## config.mk

```make
export PLATFORM = sky130hd
export DESIGN_NAME = avrExecTop
export DESIGN_NICKNAME = d
export VERILOG_FILES = /design/src/regPkg.sv /design/src/isaPkg.sv /design/src/instBuffer.sv /design/src/regFile.sv /design/src/aluUnit.sv /design/src/execControl.sv /design/src/avrExecTop.sv
export SDC_FILE = /design/constraint.sdc
export NUM_CORES = 1
export LEC_CHECK = 0
export BUFFER_PORTS_ARGS = -buffer_cell sky130_fd_sc_hd__buf_2
export CORE_MARGIN = 2
export CORE_UTILIZATION = 39
export CTS_CLUSTER_DIAMETER = 40
export DETAILED_ROUTE_END_ITERATION = 6
export PLACE_DENSITY_LB_ADDON = 0.25
export RECOVER_POWER = 25
export REMOVE_ABC_BUFFERS = 1
export SLEW_MARGIN = 0
export SYNTH_ARGS = -nofsm -noshare
export SYNTH_HDL_FRONTEND = slang
export SYNTH_SLANG_ARGS = --single-unit
```

## constraint.sdc

```tcl
create_clock -name clk -period 5.11 [get_ports clk]
set_input_delay 0.511 -clock clk [delete_from_list [all_inputs] [get_ports clk]]
set_output_delay 0.511 -clock clk [all_outputs]
set_load 0.1 [all_outputs]
```

## src/regPkg.sv

```systemverilog
`default_nettype none

package regPkg;

    // one byte of the register file.
    typedef logic [7:0] regData;

    // register number, r0 to r15.
    typedef logic [3:0] regIndex;

    // even/odd register pair, high register in the upper byte.
    typedef logic [15:0] pairData;

    // number of byte registers in the file.
    localparam int NUM_REGS = 16;

endpackage

`default_nettype wire

```

## src/isaPkg.sv

```systemverilog
`default_nettype none

package isaPkg;

    // one instruction as it arrives from upstream.
    typedef logic [15:0] instWord;

    // immediate field, signed for ADIW.
    typedef logic [7:0] immData;

    // codes 4'hA to 4'hF are left free and act as no-operation.
    typedef enum logic [3:0] {
        opLdi  = 4'h0,
        opMov  = 4'h1,
        opAdd  = 4'h2,
        opSub  = 4'h3,
        opAnd  = 4'h4,
        opOr   = 4'h5,
        opEor  = 4'h6,
        opAdiw = 4'h7,
        opMovw = 4'h8,
        opOut  = 4'h9
    } opcode;

    // field positions inside an instruction word.
    localparam int OP_HI  = 15;
    localparam int OP_LO  = 12;
    localparam int DST_HI = 11;
    localparam int DST_LO = 8;
    localparam int SRC_HI = 3;
    localparam int SRC_LO = 0;
    localparam int IMM_HI = 7;
    localparam int IMM_LO = 0;

    function automatic opcode getOpcode(input instWord word);
        return opcode'(word[OP_HI:OP_LO]);
    endfunction

    function automatic regPkg::regIndex getDst(input instWord word);
        return word[DST_HI:DST_LO];
    endfunction

    function automatic regPkg::regIndex getSrc(input instWord word);
        return word[SRC_HI:SRC_LO];
    endfunction

    function automatic immData getImm(input instWord word);
        return word[IMM_HI:IMM_LO];
    endfunction

endpackage

`default_nettype wire

```

## src/instBuffer.sv

```systemverilog
`timescale 1ns/1ps
`default_nettype none

module instBuffer #(
    parameter int INST_DEPTH = 4
) (
    input  logic            clk,
    input  logic            reset,
    input  logic            pushEn,
    input  isaPkg::instWord pushData,
    input  logic            popEn,
    output isaPkg::instWord popData,
    output logic            empty
);

    localparam int PTR_W = (INST_DEPTH > 1) ? $clog2(INST_DEPTH) : 1;
    localparam int CNT_W = $clog2(INST_DEPTH + 1);

    isaPkg::instWord entries [INST_DEPTH];

    logic [PTR_W-1:0] wrPtr;
    logic [PTR_W-1:0] rdPtr;
    logic [CNT_W-1:0] count;
    logic             doPop;

    // upstream credits keep pushes within the free space.
    assign doPop = popEn && !empty;
    assign empty = (count == '0);
    assign popData = entries[rdPtr];

    always_ff @(posedge clk) begin
        if (pushEn) begin
            entries[wrPtr] <= pushData;
        end
    end

    // pointers wrap at the depth, which need not be a power of two.
    always_ff @(posedge clk) begin
        if (reset) begin
            wrPtr <= '0;
            rdPtr <= '0;
            count <= '0;
        end else begin
            if (pushEn) begin
                wrPtr <= (wrPtr == PTR_W'(INST_DEPTH - 1)) ? '0 : wrPtr + PTR_W'(1);
            end
            if (doPop) begin
                rdPtr <= (rdPtr == PTR_W'(INST_DEPTH - 1)) ? '0 : rdPtr + PTR_W'(1);
            end
            case ({pushEn, doPop})
                2'b10: count <= count + CNT_W'(1);
                2'b01: count <= count - CNT_W'(1);
                default: count <= count;
            endcase
        end
    end

endmodule

`default_nettype wire

```

## src/regFile.sv

```systemverilog
`timescale 1ns/1ps
`default_nettype none

module regFile (
    input  logic            clk,
    input  logic            reset,
    input  regPkg::regIndex aSelect,
    input  regPkg::regIndex bSelect,
    input  logic            byteWrite,
    input  regPkg::regData  byteData,
    input  logic            pairAdd,
    input  logic            pairMove,
    input  isaPkg::immData  constant,
    output regPkg::regData  outA,
    output regPkg::regData  outB
);

    regPkg::regData regs [regPkg::NUM_REGS];

    // pair registers, the low bit of the select is dropped.
    regPkg::regIndex aLow;
    regPkg::regIndex aHigh;
    regPkg::regIndex bLow;
    regPkg::regIndex bHigh;

    regPkg::pairData aPair;
    regPkg::pairData bPair;
    regPkg::pairData pairSum;
    regPkg::pairData extConst;

    assign aLow  = {aSelect[3:1], 1'b0};
    assign aHigh = {aSelect[3:1], 1'b1};
    assign bLow  = {bSelect[3:1], 1'b0};
    assign bHigh = {bSelect[3:1], 1'b1};

    assign aPair = {regs[aHigh], regs[aLow]};
    assign bPair = {regs[bHigh], regs[bLow]};

    // sign-extend the immediate so a negative value borrows from the high byte.
    assign extConst = {{8{constant[7]}}, constant};

    // wraps modulo 65536.
    assign pairSum = aPair + extConst;

    // reads are combinational, so a write is seen by the next instruction.
    assign outA = regs[aSelect];
    assign outB = regs[bSelect];

    // only one write command is active per cycle.
    always_ff @(posedge clk) begin
        if (reset) begin
            for (int i = 0; i < regPkg::NUM_REGS; i++) begin
                regs[i] <= '0;
            end
        end else if (byteWrite) begin
            regs[aSelect] <= byteData;
        end else if (pairAdd) begin
            regs[aLow]  <= pairSum[7:0];
            regs[aHigh] <= pairSum[15:8];
        end else if (pairMove) begin
            regs[aLow]  <= bPair[7:0];
            regs[aHigh] <= bPair[15:8];
        end
    end

endmodule

`default_nettype wire

```

## src/aluUnit.sv

```systemverilog
`timescale 1ns/1ps
`default_nettype none

module aluUnit (
    input  isaPkg::opcode  op,
    input  regPkg::regData opA,
    input  regPkg::regData opB,
    output regPkg::regData result
);

    // 8-bit results wrap modulo 256, no flags are kept.
    always_comb begin
        case (op)
            isaPkg::opAdd: begin
                result = opA + opB;
            end
            isaPkg::opSub: begin
                result = opA - opB;
            end
            isaPkg::opAnd: begin
                result = opA & opB;
            end
            isaPkg::opOr: begin
                result = opA | opB;
            end
            isaPkg::opEor: begin
                result = opA ^ opB;
            end
            // the immediate of LDI arrives on opB.
            isaPkg::opMov, isaPkg::opLdi: begin
                result = opB;
            end
            // pair ops and OUT do not use the ALU.
            default: begin
                result = '0;
            end
        endcase
    end

endmodule

`default_nettype wire

```

## src/execControl.sv

```systemverilog
`timescale 1ns/1ps
`default_nettype none

module execControl #(
    parameter int RESULT_CREDITS = 2
) (
    input  logic            clk,
    input  logic            reset,
    input  logic            bufEmpty,
    input  isaPkg::instWord bufData,
    input  regPkg::regData  regA,
    input  regPkg::regData  regB,
    input  regPkg::regData  aluResult,
    input  logic            resultCredit,
    output logic            popEn,
    output logic            instCredit,
    output regPkg::regIndex aSelect,
    output regPkg::regIndex bSelect,
    output logic            byteWrite,
    output regPkg::regData  byteData,
    output logic            pairAdd,
    output logic            pairMove,
    output isaPkg::immData  constant,
    output isaPkg::opcode   aluOp,
    output regPkg::regData  aluA,
    output regPkg::regData  aluB,
    output logic            resultValid,
    output regPkg::regData  resultData
);

    localparam int CNT_W = $clog2(RESULT_CREDITS + 1);

    typedef enum logic [1:0] {
        stFetch,
        stExec,
        stWaitCredit
    } ctrlState;

    ctrlState         state;
    isaPkg::instWord  instReg;
    isaPkg::opcode    curOp;
    isaPkg::immData   curImm;
    logic [CNT_W-1:0] creditCount;
    logic             haveCredit;
    logic             inExec;
    logic             isByteOp;
    logic             sendOut;

    // decode of the latched instruction.
    assign curOp  = isaPkg::getOpcode(instReg);
    assign curImm = isaPkg::getImm(instReg);
    assign inExec = (state == stExec);
    assign haveCredit = (creditCount != '0);

    // pop at the edge that leaves fetch.
    assign popEn = (state == stFetch) && !bufEmpty;

    assign aSelect  = isaPkg::getDst(instReg);
    assign bSelect  = isaPkg::getSrc(instReg);
    assign constant = curImm;

    assign aluOp = curOp;
    assign aluA  = regA;
    assign aluB  = (curOp == isaPkg::opLdi) ? curImm : regB;

    always_comb begin
        case (curOp)
            isaPkg::opLdi, isaPkg::opMov, isaPkg::opAdd, isaPkg::opSub,
            isaPkg::opAnd, isaPkg::opOr, isaPkg::opEor: begin
                isByteOp = 1'b1;
            end
            default: begin
                isByteOp = 1'b0;
            end
        endcase
    end

    // write steering, only during the execute cycle.
    assign byteWrite = inExec && isByteOp;
    assign byteData  = aluResult;
    assign pairAdd   = inExec && (curOp == isaPkg::opAdiw);
    assign pairMove  = inExec && (curOp == isaPkg::opMovw);

    // an OUT leaves as soon as a result credit is held.
    assign sendOut = haveCredit &&
                     ((inExec && (curOp == isaPkg::opOut)) || (state == stWaitCredit));

    always_ff @(posedge clk) begin
        if (reset) begin
            state       <= stFetch;
            instCredit  <= 1'b0;
            resultValid <= 1'b0;
        end else begin
            instCredit  <= popEn;
            resultValid <= sendOut;
            case (state)
                stFetch: begin
                    if (!bufEmpty) begin
                        state <= stExec;
                    end
                end
                stExec: begin
                    if ((curOp == isaPkg::opOut) && !haveCredit) begin
                        state <= stWaitCredit;
                    end else begin
                        state <= stFetch;
                    end
                end
                stWaitCredit: begin
                    if (haveCredit) begin
                        state <= stFetch;
                    end
                end
                default: begin
                    state <= stFetch;
                end
            endcase
        end
    end

    always_ff @(posedge clk) begin
        if (popEn) begin
            instReg <= bufData;
        end
        if (sendOut) begin
            resultData <= regA;
        end
    end

    // one credit spent per result, one back per credit pulse.
    always_ff @(posedge clk) begin
        if (reset) begin
            creditCount <= CNT_W'(RESULT_CREDITS);
        end else begin
            case ({resultCredit, resultValid})
                2'b10: creditCount <= creditCount + CNT_W'(1);
                2'b01: creditCount <= creditCount - CNT_W'(1);
                default: creditCount <= creditCount;
            endcase
        end
    end

endmodule

`default_nettype wire

```

## src/avrExecTop.sv

```systemverilog
`timescale 1ns/1ps
`default_nettype none

module avrExecTop #(
    parameter int INST_DEPTH     = 4,
    parameter int RESULT_CREDITS = 2
) (
    input  logic            clk,
    input  logic            reset,
    input  logic            instValid,
    input  isaPkg::instWord instData,
    input  logic            resultCredit,
    output logic            instCredit,
    output logic            resultValid,
    output regPkg::regData  resultData
);

    logic            bufEmpty;
    isaPkg::instWord bufData;
    logic            popEn;
    regPkg::regIndex aSelect;
    regPkg::regIndex bSelect;
    logic            byteWrite;
    regPkg::regData  byteData;
    logic            pairAdd;
    logic            pairMove;
    isaPkg::immData  constant;
    isaPkg::opcode   aluOp;
    regPkg::regData  aluA;
    regPkg::regData  aluB;
    regPkg::regData  aluResult;
    regPkg::regData  regA;
    regPkg::regData  regB;

    instBuffer #(
        .INST_DEPTH(INST_DEPTH)
    ) instBuffer_inst (
        .clk     (clk),
        .reset   (reset),
        .pushEn  (instValid),
        .pushData(instData),
        .popEn   (popEn),
        .popData (bufData),
        .empty   (bufEmpty)
    );

    execControl #(
        .RESULT_CREDITS(RESULT_CREDITS)
    ) execControl_inst (
        .clk         (clk),
        .reset       (reset),
        .bufEmpty    (bufEmpty),
        .bufData     (bufData),
        .regA        (regA),
        .regB        (regB),
        .aluResult   (aluResult),
        .resultCredit(resultCredit),
        .popEn       (popEn),
        .instCredit  (instCredit),
        .aSelect     (aSelect),
        .bSelect     (bSelect),
        .byteWrite   (byteWrite),
        .byteData    (byteData),
        .pairAdd     (pairAdd),
        .pairMove    (pairMove),
        .constant    (constant),
        .aluOp       (aluOp),
        .aluA        (aluA),
        .aluB        (aluB),
        .resultValid (resultValid),
        .resultData  (resultData)
    );

    regFile regFile_inst (
        .clk      (clk),
        .reset    (reset),
        .aSelect  (aSelect),
        .bSelect  (bSelect),
        .byteWrite(byteWrite),
        .byteData (byteData),
        .pairAdd  (pairAdd),
        .pairMove (pairMove),
        .constant (constant),
        .outA     (regA),
        .outB     (regB)
    );

    aluUnit aluUnit_inst (
        .op    (aluOp),
        .opA   (aluA),
        .opB   (aluB),
        .result(aluResult)
    );

endmodule

`default_nettype wire

```

# Word level (Yosys, flattened, before mapping)

Memory sizes are Yosys's and may differ from the RTL's. A register that Yosys moved wholly into a read port is not among the register bits.
Cells that the tools add are included.

Register bits after elaboration: 21
Latch bits: 0
RAM bits: 192
Memory bits (read-only): 0
Input bits: 20
Output and inout bits: 10
Word-level logic and storage cells: 104
Memories kept: 2

Memory list:

| name                    | depth | bits a word | rd ports | clocked after Yosys merged registers in | wr ports | RTL line         | RTL |
|---|---|---|---|---|---|---|---|
| regFile_inst.regs       | 16    | 8           | 6        | 0                                       | 16       | regFile.sv:18    | `regPkg::regData regs [regPkg::NUM_REGS];` |
| instBuffer_inst.entries | 4     | 16          | 1        | 1                                       | 1        | instBuffer.sv:19 | `isaPkg::instWord entries [INST_DEPTH];` |

$add $sub $neg: 9
$mul: 0
Div/mod/pow operators: 0
Magnitude comparators: 0
Eq/ne operators: 19
Shifts and indexed selects: 0
Multiplexer cells: 38
Bitwise operators: 5
Reduce and logical (&&, ||, !) cells: 23

Operator list:

| cell                | count |
|---|---|
| $mux 8              | 6 |
| $pmux 8 s6          | 1 |
| $reduce_or 8->1     | 3 |
| $mux 1              | 20 |
| $add 16x16->16      | 1 |
| $eq 4x3->1 const B  | 4 |
| $mux 4              | 3 |
| $eq 2x2->1 const B  | 5 |
| $mux 2              | 5 |
| $add 8x8->8         | 1 |
| $and 8x8->8         | 1 |
| $eq 4x2->1 const B  | 2 |
| $eq 4x4->1 const B  | 2 |
| $logic_and 1x1->1   | 8 |
| $or 8x8->8          | 1 |
| $sub 8x8->8         | 1 |
| $xor 8x8->8         | 1 |
| $reduce_or 7->1     | 1 |
| $add 2x1->2 const B | 3 |
| $eq 2x1->1 const B  | 3 |
| $pmux 2 s3          | 1 |
| $pmux 3 s2          | 1 |
| $reduce_bool 2->1   | 3 |
| $eq 4x1->1 const B  | 1 |
| 14 further kinds    | 16 |

# Logic depth before layout (Yosys ltp)

Gate-level depths: netlist of run 1.

Word-level depth: 10
Gate-level depth with buffers: 21
Depth with buffers taken out: 17

# Modules after synthesis

A second synthesis of run 1 with hierarchy kept.

Cells, all modules: 1201
Area, all modules: 15329.7 µm²

Modules (own cells, without submodules):

| module      | instances | cells an instance | area each (µm²) | sequential area each (µm²) |
|---|---|---|---|---|
| regFile     | 1         | 841               | 10198.5         | 3843.7 |
| instBuffer  | 1         | 132               | 2798.9          | 2102.0 |
| execControl | 1         | 83                | 1253.7          | 840.8 |
| aluUnit     | 1         | 145               | 1078.5          | 0.0 |

# Worst setup path after synthesis of run 1

No wires, ideal clock.

Path kind: flip-flop to flip-flop
Start point: reg execControl_inst.instReg[9], read port of instBuffer_inst.entries
End point: mem regFile_inst.regs[11][7] in the netlist's numbering (data pin)
Setup time: 295 ps
Arrival: 4268 ps
Data required time: 4815 ps
Slack: 547 ps
Cell stages (with the launch flop): 19
Buffers on the path: 5
Clock period less this slack: 4563 ps
Path through: edfxtp_1 -> buf_2 -> clkbuf_1 -> clkbuf_1 -> clkbuf_1 -> buf_1 -> o21ai_0 -> nand2_1 -> o221ai_1 -> ha_1 -> a21o_1 -> nand2_1 -> nand2_1 -> a31oi_1 -> a21oi_1 -> a31oi_1 -> nor3_1 -> a311oi_1 -> o22ai_1

RTL lines:

| element         | RTL line          | RTL |
|---|---|---|
| start, declared | execControl.sv:40 | `isaPkg::instWord instReg;` |
| end, declared   | regFile.sv:18     |  |

==> results.sh, run 1 <==
export IMPL_status="finished, final reports clean"
export IMPL_finalHoldViolCount=0
export IMPL_drtPass1Iterations=6
export IMPL_rsz0062_at_grt="no"
export IMPL_ios=30
export IMPL_fp_coreArea_um2=34400
export IMPL_min_path_type="input pin to flop"
export IMPL_fin_crit_ns=4.72
export IMPL_grt_pass1_vias=10500
export IMPL_syn_area_per_cell_um2=12.6
export IMPL_final_common_cell="edfxtp_1"
export IMPL_setup_violations=0
export IMPL_ys_seq_area_share_pct=49.8
export IMPL_cts_resized=0
export IMPL_fin_nets=1200
export IMPL_grt_ovfl_total=0
export IMPL_netlist_area_um2=13600
export IMPL_ant_nets=0
export IMPL_finClkSkew_ns=0.0354
export IMPL_die_x_um=190
export IMPL_row_count=68
export IMPL_grt_pass1_wl_mm=68.7
export IMPL_area_delta_synth_final_pct=16.7
export IMPL_synth_edf_count=216
export IMPL_n_antenna_cell=0
export IMPL_tightestPinTransition_ns=1.33
export IMPL_post_cts_buffers=0
export IMPL_cts_tree="yes"
export IMPL_via_per_inst=6.59
export IMPL_drc=0
export IMPL_die_h_um=190
export IMPL_finalWirelength_mm=46.5
export IMPL_drv_slew=0
export IMPL_htreeDepth=2
export IMPL_vias=10600
export IMPL_antenna_found_initial=1
export IMPL_arrival_ns=4.96
export IMPL_portBuffers=29
export IMPL_cp_end_kind="flop"
export IMPL_setup_tns_final_ns=0
export IMPL_drt_initial_drc_count=1509
export IMPL_initial_core_util_pct=39.5
export IMPL_max_freq_mhz=212
export IMPL_cts_buffers=39
export IMPL_yosys_warnings=0
export IMPL_hold_buffers=0
export IMPL_clk_path_buf_depth=3
export IMPL_drive_above_1_share_pct=20.2
export IMPL_cts_root_buf="clkbuf_16"
export IMPL_syn_instance_count=1073
export IMPL_ys_types=64
export IMPL_cp_max_fo=25
export IMPL_grt_max_degree=38
export IMPL_path_class="flop to flop"
export IMPL_min_period_over_period_pct=92.3
export IMPL_post_dp_hpwl_mm=31.9
export IMPL_ys_seq_elements=229
export IMPL_grt_usage_pct=25.9
export IMPL_async_flop_share_pct=0
export IMPL_critPathRequiredTime_ns=5.35
export IMPL_slew_headroom_pct=11.6
export IMPL_gp_congestion=1.00
export IMPL_cts_sinks=229
export IMPL_cap_violations=0
export IMPL_clock_latency_ns=0.55
export IMPL_clk_pin_slew_ns=0.06
export IMPL_synthFlopType="edfxtp_1"
export IMPL_wl_per_cell_um=28.8
export IMPL_worst_setup_path_start_kind="flop"
export IMPL_mostFrequentLayoutCells="216 x edfxtp_1, 136 x o22ai_1, 93 x nand2_1"
export IMPL_dieArea_um2=36300
## metrics by stage
step / utilization (%) / cell area [um^2] / hold WS (ns) / setup WS, ns / instances
after floorplan: - / 13200 / 0.437 / -0.0397 / 1003
after global placement: 42.1 / 14500 / 0.471 / 0.380 / 1545
after detailed placement: 42.1 / 14500 / 0.462 / 0.388 / 1545
after CTS: 46.1 / 15900 / 0.170 / 0.372 / 1616
after global routing: 46.0 / 15800 / 0.232 / 0.0218 / 1616
final: 46.0 / 15800 / 0.232 / 0.392 / 1616
## area by class of cell
class	count	area (um^2)
Sequential cell	229	6750
Clock buffer	43	1000
Timing Repair Buffer	87	627
Fill cell	3099	18600
Tap cell	455	569
Inverter	38	143
Multi-Input combinational cell	736	6350
Clock inverter	28	383
## worst paths after layout
path | start | end | slack [ns] | depth (start not counted)
max | execControl_inst.instReg[1] | regFile_inst.regs[0][7] | 0.39 | 16
min reg2reg | execControl_inst.creditCount[1] | execControl_inst.state[1] | 0.48 | 1
min | instData[9] | instBuffer_inst.entries[3][9] | 0.23 | 1
max reg2reg | execControl_inst.instReg[1] | regFile_inst.regs[0][7] | 0.39 | 16
## state kept, by name, indices dropped and copies added (netlist names)
signal	cells
execControl_inst.state	2
execControl_inst.resultValid	1
regFile_inst.regs	128
instBuffer_inst.entries	64
execControl_inst.instCredit	1
execControl_inst.creditCount	2
instBuffer_inst.count	3
instBuffer_inst.rdPtr	2
execControl_inst.resultData	8
execControl_inst.instReg	16
instBuffer_inst.wrPtr	2
## synthesized netlist by cell type, types with 9 or more instances
cell type | count | area (um^2)
edfxtp_1 | 216 | 6490
o22ai_1 | 136 | 851
nand2_1 | 93 | 349
mux4_2 | 82 | 1850
mux2i_1 | 59 | 591
nor2_1 | 57 | 214
ha_1 | 46 | 576
clkbuf_1 | 45 | 169
a21oi_1 | 41 | 205
inv_1 | 33 | 124
o21ai_0 | 33 | 165
xnor2_1 | 23 | 201
a221oi_1 | 22 | 193
dfxtp_1 | 13 | 260
nand3_1 | 12 | 60.1
nor3_1 | 12 | 60.1
a22oi_1 | 9 | 67.6
buf_1 | 9 | 33.8
## routing by layer
layer	part of all wire [%]	wire length, um	track usage (%)	up-vias
li1	-	-	-	4457
met1	38	17800	34.8	5237
met2	44	20300	38.3	777
met3	12	5670	6.90	172
met4	5.9	2760	14.0	0
met5	0	0	0	-
## logic make-up after synthesis
logic type	share of synthesized area, %
AOI/OAI and AO/OA	13.8
xor gates and xnor gates	1.87
adders and majority gates	4.69
buffers and inverters	3.44
DFF	49.8
muxes	19.3
and+or+nand+nor	7.16
## worst max-delay path, cell delays in order, from the launching register on
cell      delay, ns
edfxtp_1       0.71
buf_12         0.29
mux4_2         0.23
mux2i_1        0.07
o31ai_1        0.88
inv_1          0.17
a21oi_1        0.23
xnor2_1        0.09
ha_1           0.35
o21ai_0        0.15
a21oi_1        0.08
o41ai_1        0.35
xnor2_1        0.15
xor2_1         0.17
a21oi_2        0.20
buf_12         0.18
o22ai_1        0.09
Power of run 1 is left out: the tool's default activity adds up to more than one toggle a clock period on the data nets, which glitch-free logic cannot reach.
==> run 2: changes to the inputs <==
--- a/config.mk
+++ b/config.mk
@@ -6,12 +6,12 @@
 export NUM_CORES = 1
 export LEC_CHECK = 0
 export BUFFER_PORTS_ARGS = -buffer_cell sky130_fd_sc_hd__buf_2
+export CORE_ASPECT_RATIO = 0.75
 export CORE_MARGIN = 2
-export CORE_UTILIZATION = 39
+export CORE_UTILIZATION = 27
 export CTS_CLUSTER_DIAMETER = 40
 export DETAILED_ROUTE_END_ITERATION = 6
 export PLACE_DENSITY_LB_ADDON = 0.25
-export RECOVER_POWER = 25
 export REMOVE_ABC_BUFFERS = 1
 export SLEW_MARGIN = 0
 export SYNTH_ARGS = -nofsm -noshare
==> results.sh, run 2 (same netlist as run 1, synthesis figures left out) <==
export IMPL_status="finished, final reports clean"
export IMPL_drt_initial_drc_count=1622
export IMPL_wl_per_cell_um=28.3
export IMPL_critPathRequiredTime_ns=5.40
export IMPL_cts_root_buf="clkbuf_16"
export IMPL_setup_violations=0
export IMPL_htreeDepth=1
export IMPL_min_path_type="input pin to flop"
export IMPL_via_per_inst=5.92
export IMPL_ant_nets=0
export IMPL_cp_cell_sequence="mux4_2 > nand2_1 > nand2_1 > ha_1 > inv_1 > fa_1 > inv_1 > a21oi_1 > o21bai_1 > a21o_1 > a31o_2 > a311oi_1 > nor4_1 > nor3b_1 > buf_4 > o22ai_1"
export IMPL_hold_buffers=0
export IMPL_cp_end_kind="flop"
export IMPL_drv_slew=0
export IMPL_cts_sinks=229
export IMPL_post_cts_buffers=0
export IMPL_clk_path_buf_depth=3
export IMPL_drc=0
export IMPL_cts_tree="yes"
export IMPL_regArea_um2=6750
export IMPL_fin_nets=1210
export IMPL_portBuffers=29
export IMPL_largest_register_ffs=128
export IMPL_critPathBufInv=3
export IMPL_clk_pin_slew_ns=0.07
export IMPL_drtPass1Iterations=6
export IMPL_cts_buffers=30
export IMPL_min_period_over_period_pct=93.4
export IMPL_reg_largest_list="regFile_inst.regs (128), instBuffer_inst.entries (64), execControl_inst.instReg (16)"
export IMPL_die_x_um=263
export IMPL_final_common_cell="edfxtp_1"
export IMPL_initial_core_util_pct=27.2
export IMPL_max_freq_mhz=210
export IMPL_cap_violations=0
export IMPL_critPathTopFamily="compound AO/OA/AOI/OAI gates"
export IMPL_fin_cells=1822
export IMPL_fp_coreArea_um2=49800
export IMPL_cpPeakStageDelay_ns=0.84
export IMPL_finalHoldViolCount=0
export IMPL_cts_resized=0
export IMPL_mostFrequentLayoutCells="216 x edfxtp_1, 136 x o22ai_1, 93 x nand2_1"
export IMPL_crit_slowest_cell="edfxtp_1"
export IMPL_r2r_cells=16
export IMPL_grt_pass1_vias=10300
export IMPL_regMostFlops="regFile_inst.regs"
export IMPL_path_class="flop to flop"
export IMPL_ios=30
export IMPL_finClkSkew_ns=0.0190
export IMPL_n_fill_cell=4926
export IMPL_grt_pass1_wl_mm=73.7
export IMPL_slew_headroom_pct=21.6
export IMPL_dieArea_um2=52100
export IMPL_grt_ovfl_total=0
export IMPL_finalWirelength_mm=51.5
export IMPL_drive_above_1_share_pct=22.5
export IMPL_final_util_pct=31.8
export IMPL_antenna_found_initial=1
export IMPL_dpl_cell_count=1766
export IMPL_worst_setup_path_start_kind="flop"
export IMPL_row_count=71
export IMPL_gp_congestion=0.941
export IMPL_vias=10800
export IMPL_fin_crit_ns=4.77
export IMPL_path_depth=16
export IMPL_clock_latency_ns=0.58
export IMPL_area_delta_synth_final_pct=16.9
export IMPL_cp_max_fo=14
export IMPL_n_antenna_cell=0
export IMPL_holdPathStages=1
export IMPL_rsz0062_at_grt="no"
export IMPL_multi_input_comb_area_um2=6350
export IMPL_die_h_um=198
export IMPL_arrival_ns=5.06
export IMPL_grt_max_degree=29
export IMPL_tightestPinTransition_ns=1.16
export IMPL_post_dp_hpwl_mm=36.8
export IMPL_grt_usage_pct=19.5
[run 2: routing by layer]
metal / vias up / track usage (%) / share of wire [%]
met5: - / 0 / 0.031
met4: 2 / 4.85 / 2.6
met3: 114 / 6.50 / 13
met2: 766 / 26.2 / 40
met1: 5441 / 29.4 / 45
li1: 4468 / - / -
[run 2: worst paths after layout]
check | startpoint | endpoint | slack (ns)
setup reg to reg | execControl_inst.instReg[10] | regFile_inst.regs[5][6] | 0.34
setup / recovery | execControl_inst.instReg[10] | regFile_inst.regs[5][6] | 0.34
hold / removal | instData[14] | instBuffer_inst.entries[3][14] | 0.15
hold reg to reg | execControl_inst.creditCount[1] | execControl_inst.state[1] | 0.47
[run 2: cell type report]
| type | instances | share of cell area (%) |
|---|---|---|
| clock buffers | 34 | 4.89 |
| flip-flops and latches | 229 | 42.5 |
| multi-input cells | 736 | 40.1 |
| repair buffers | 106 | 5.19 |
| clock inverters | 22 | 1.23 |
| well taps | 657 | 5.18 |
| inverters | 38 | 0.899 |
[run 2: per-stage QoR]
step	cell area [um^2]	setup TNS [ns]	setup slack [ns]	hold WS, ns
4_1_cts	15900	0	0.502	0.131
3_3_place_gp	14900	0	0.477	0.469
6_report	15900	0	0.339	0.145
3_5_place_dp	14900	0	0.547	0.464
5_1_grt	15900	0	0.109	0.140
2_1_floorplan	13200	-0.770	-0.0397	0.437
Power of run 2 is left out for the same reason.
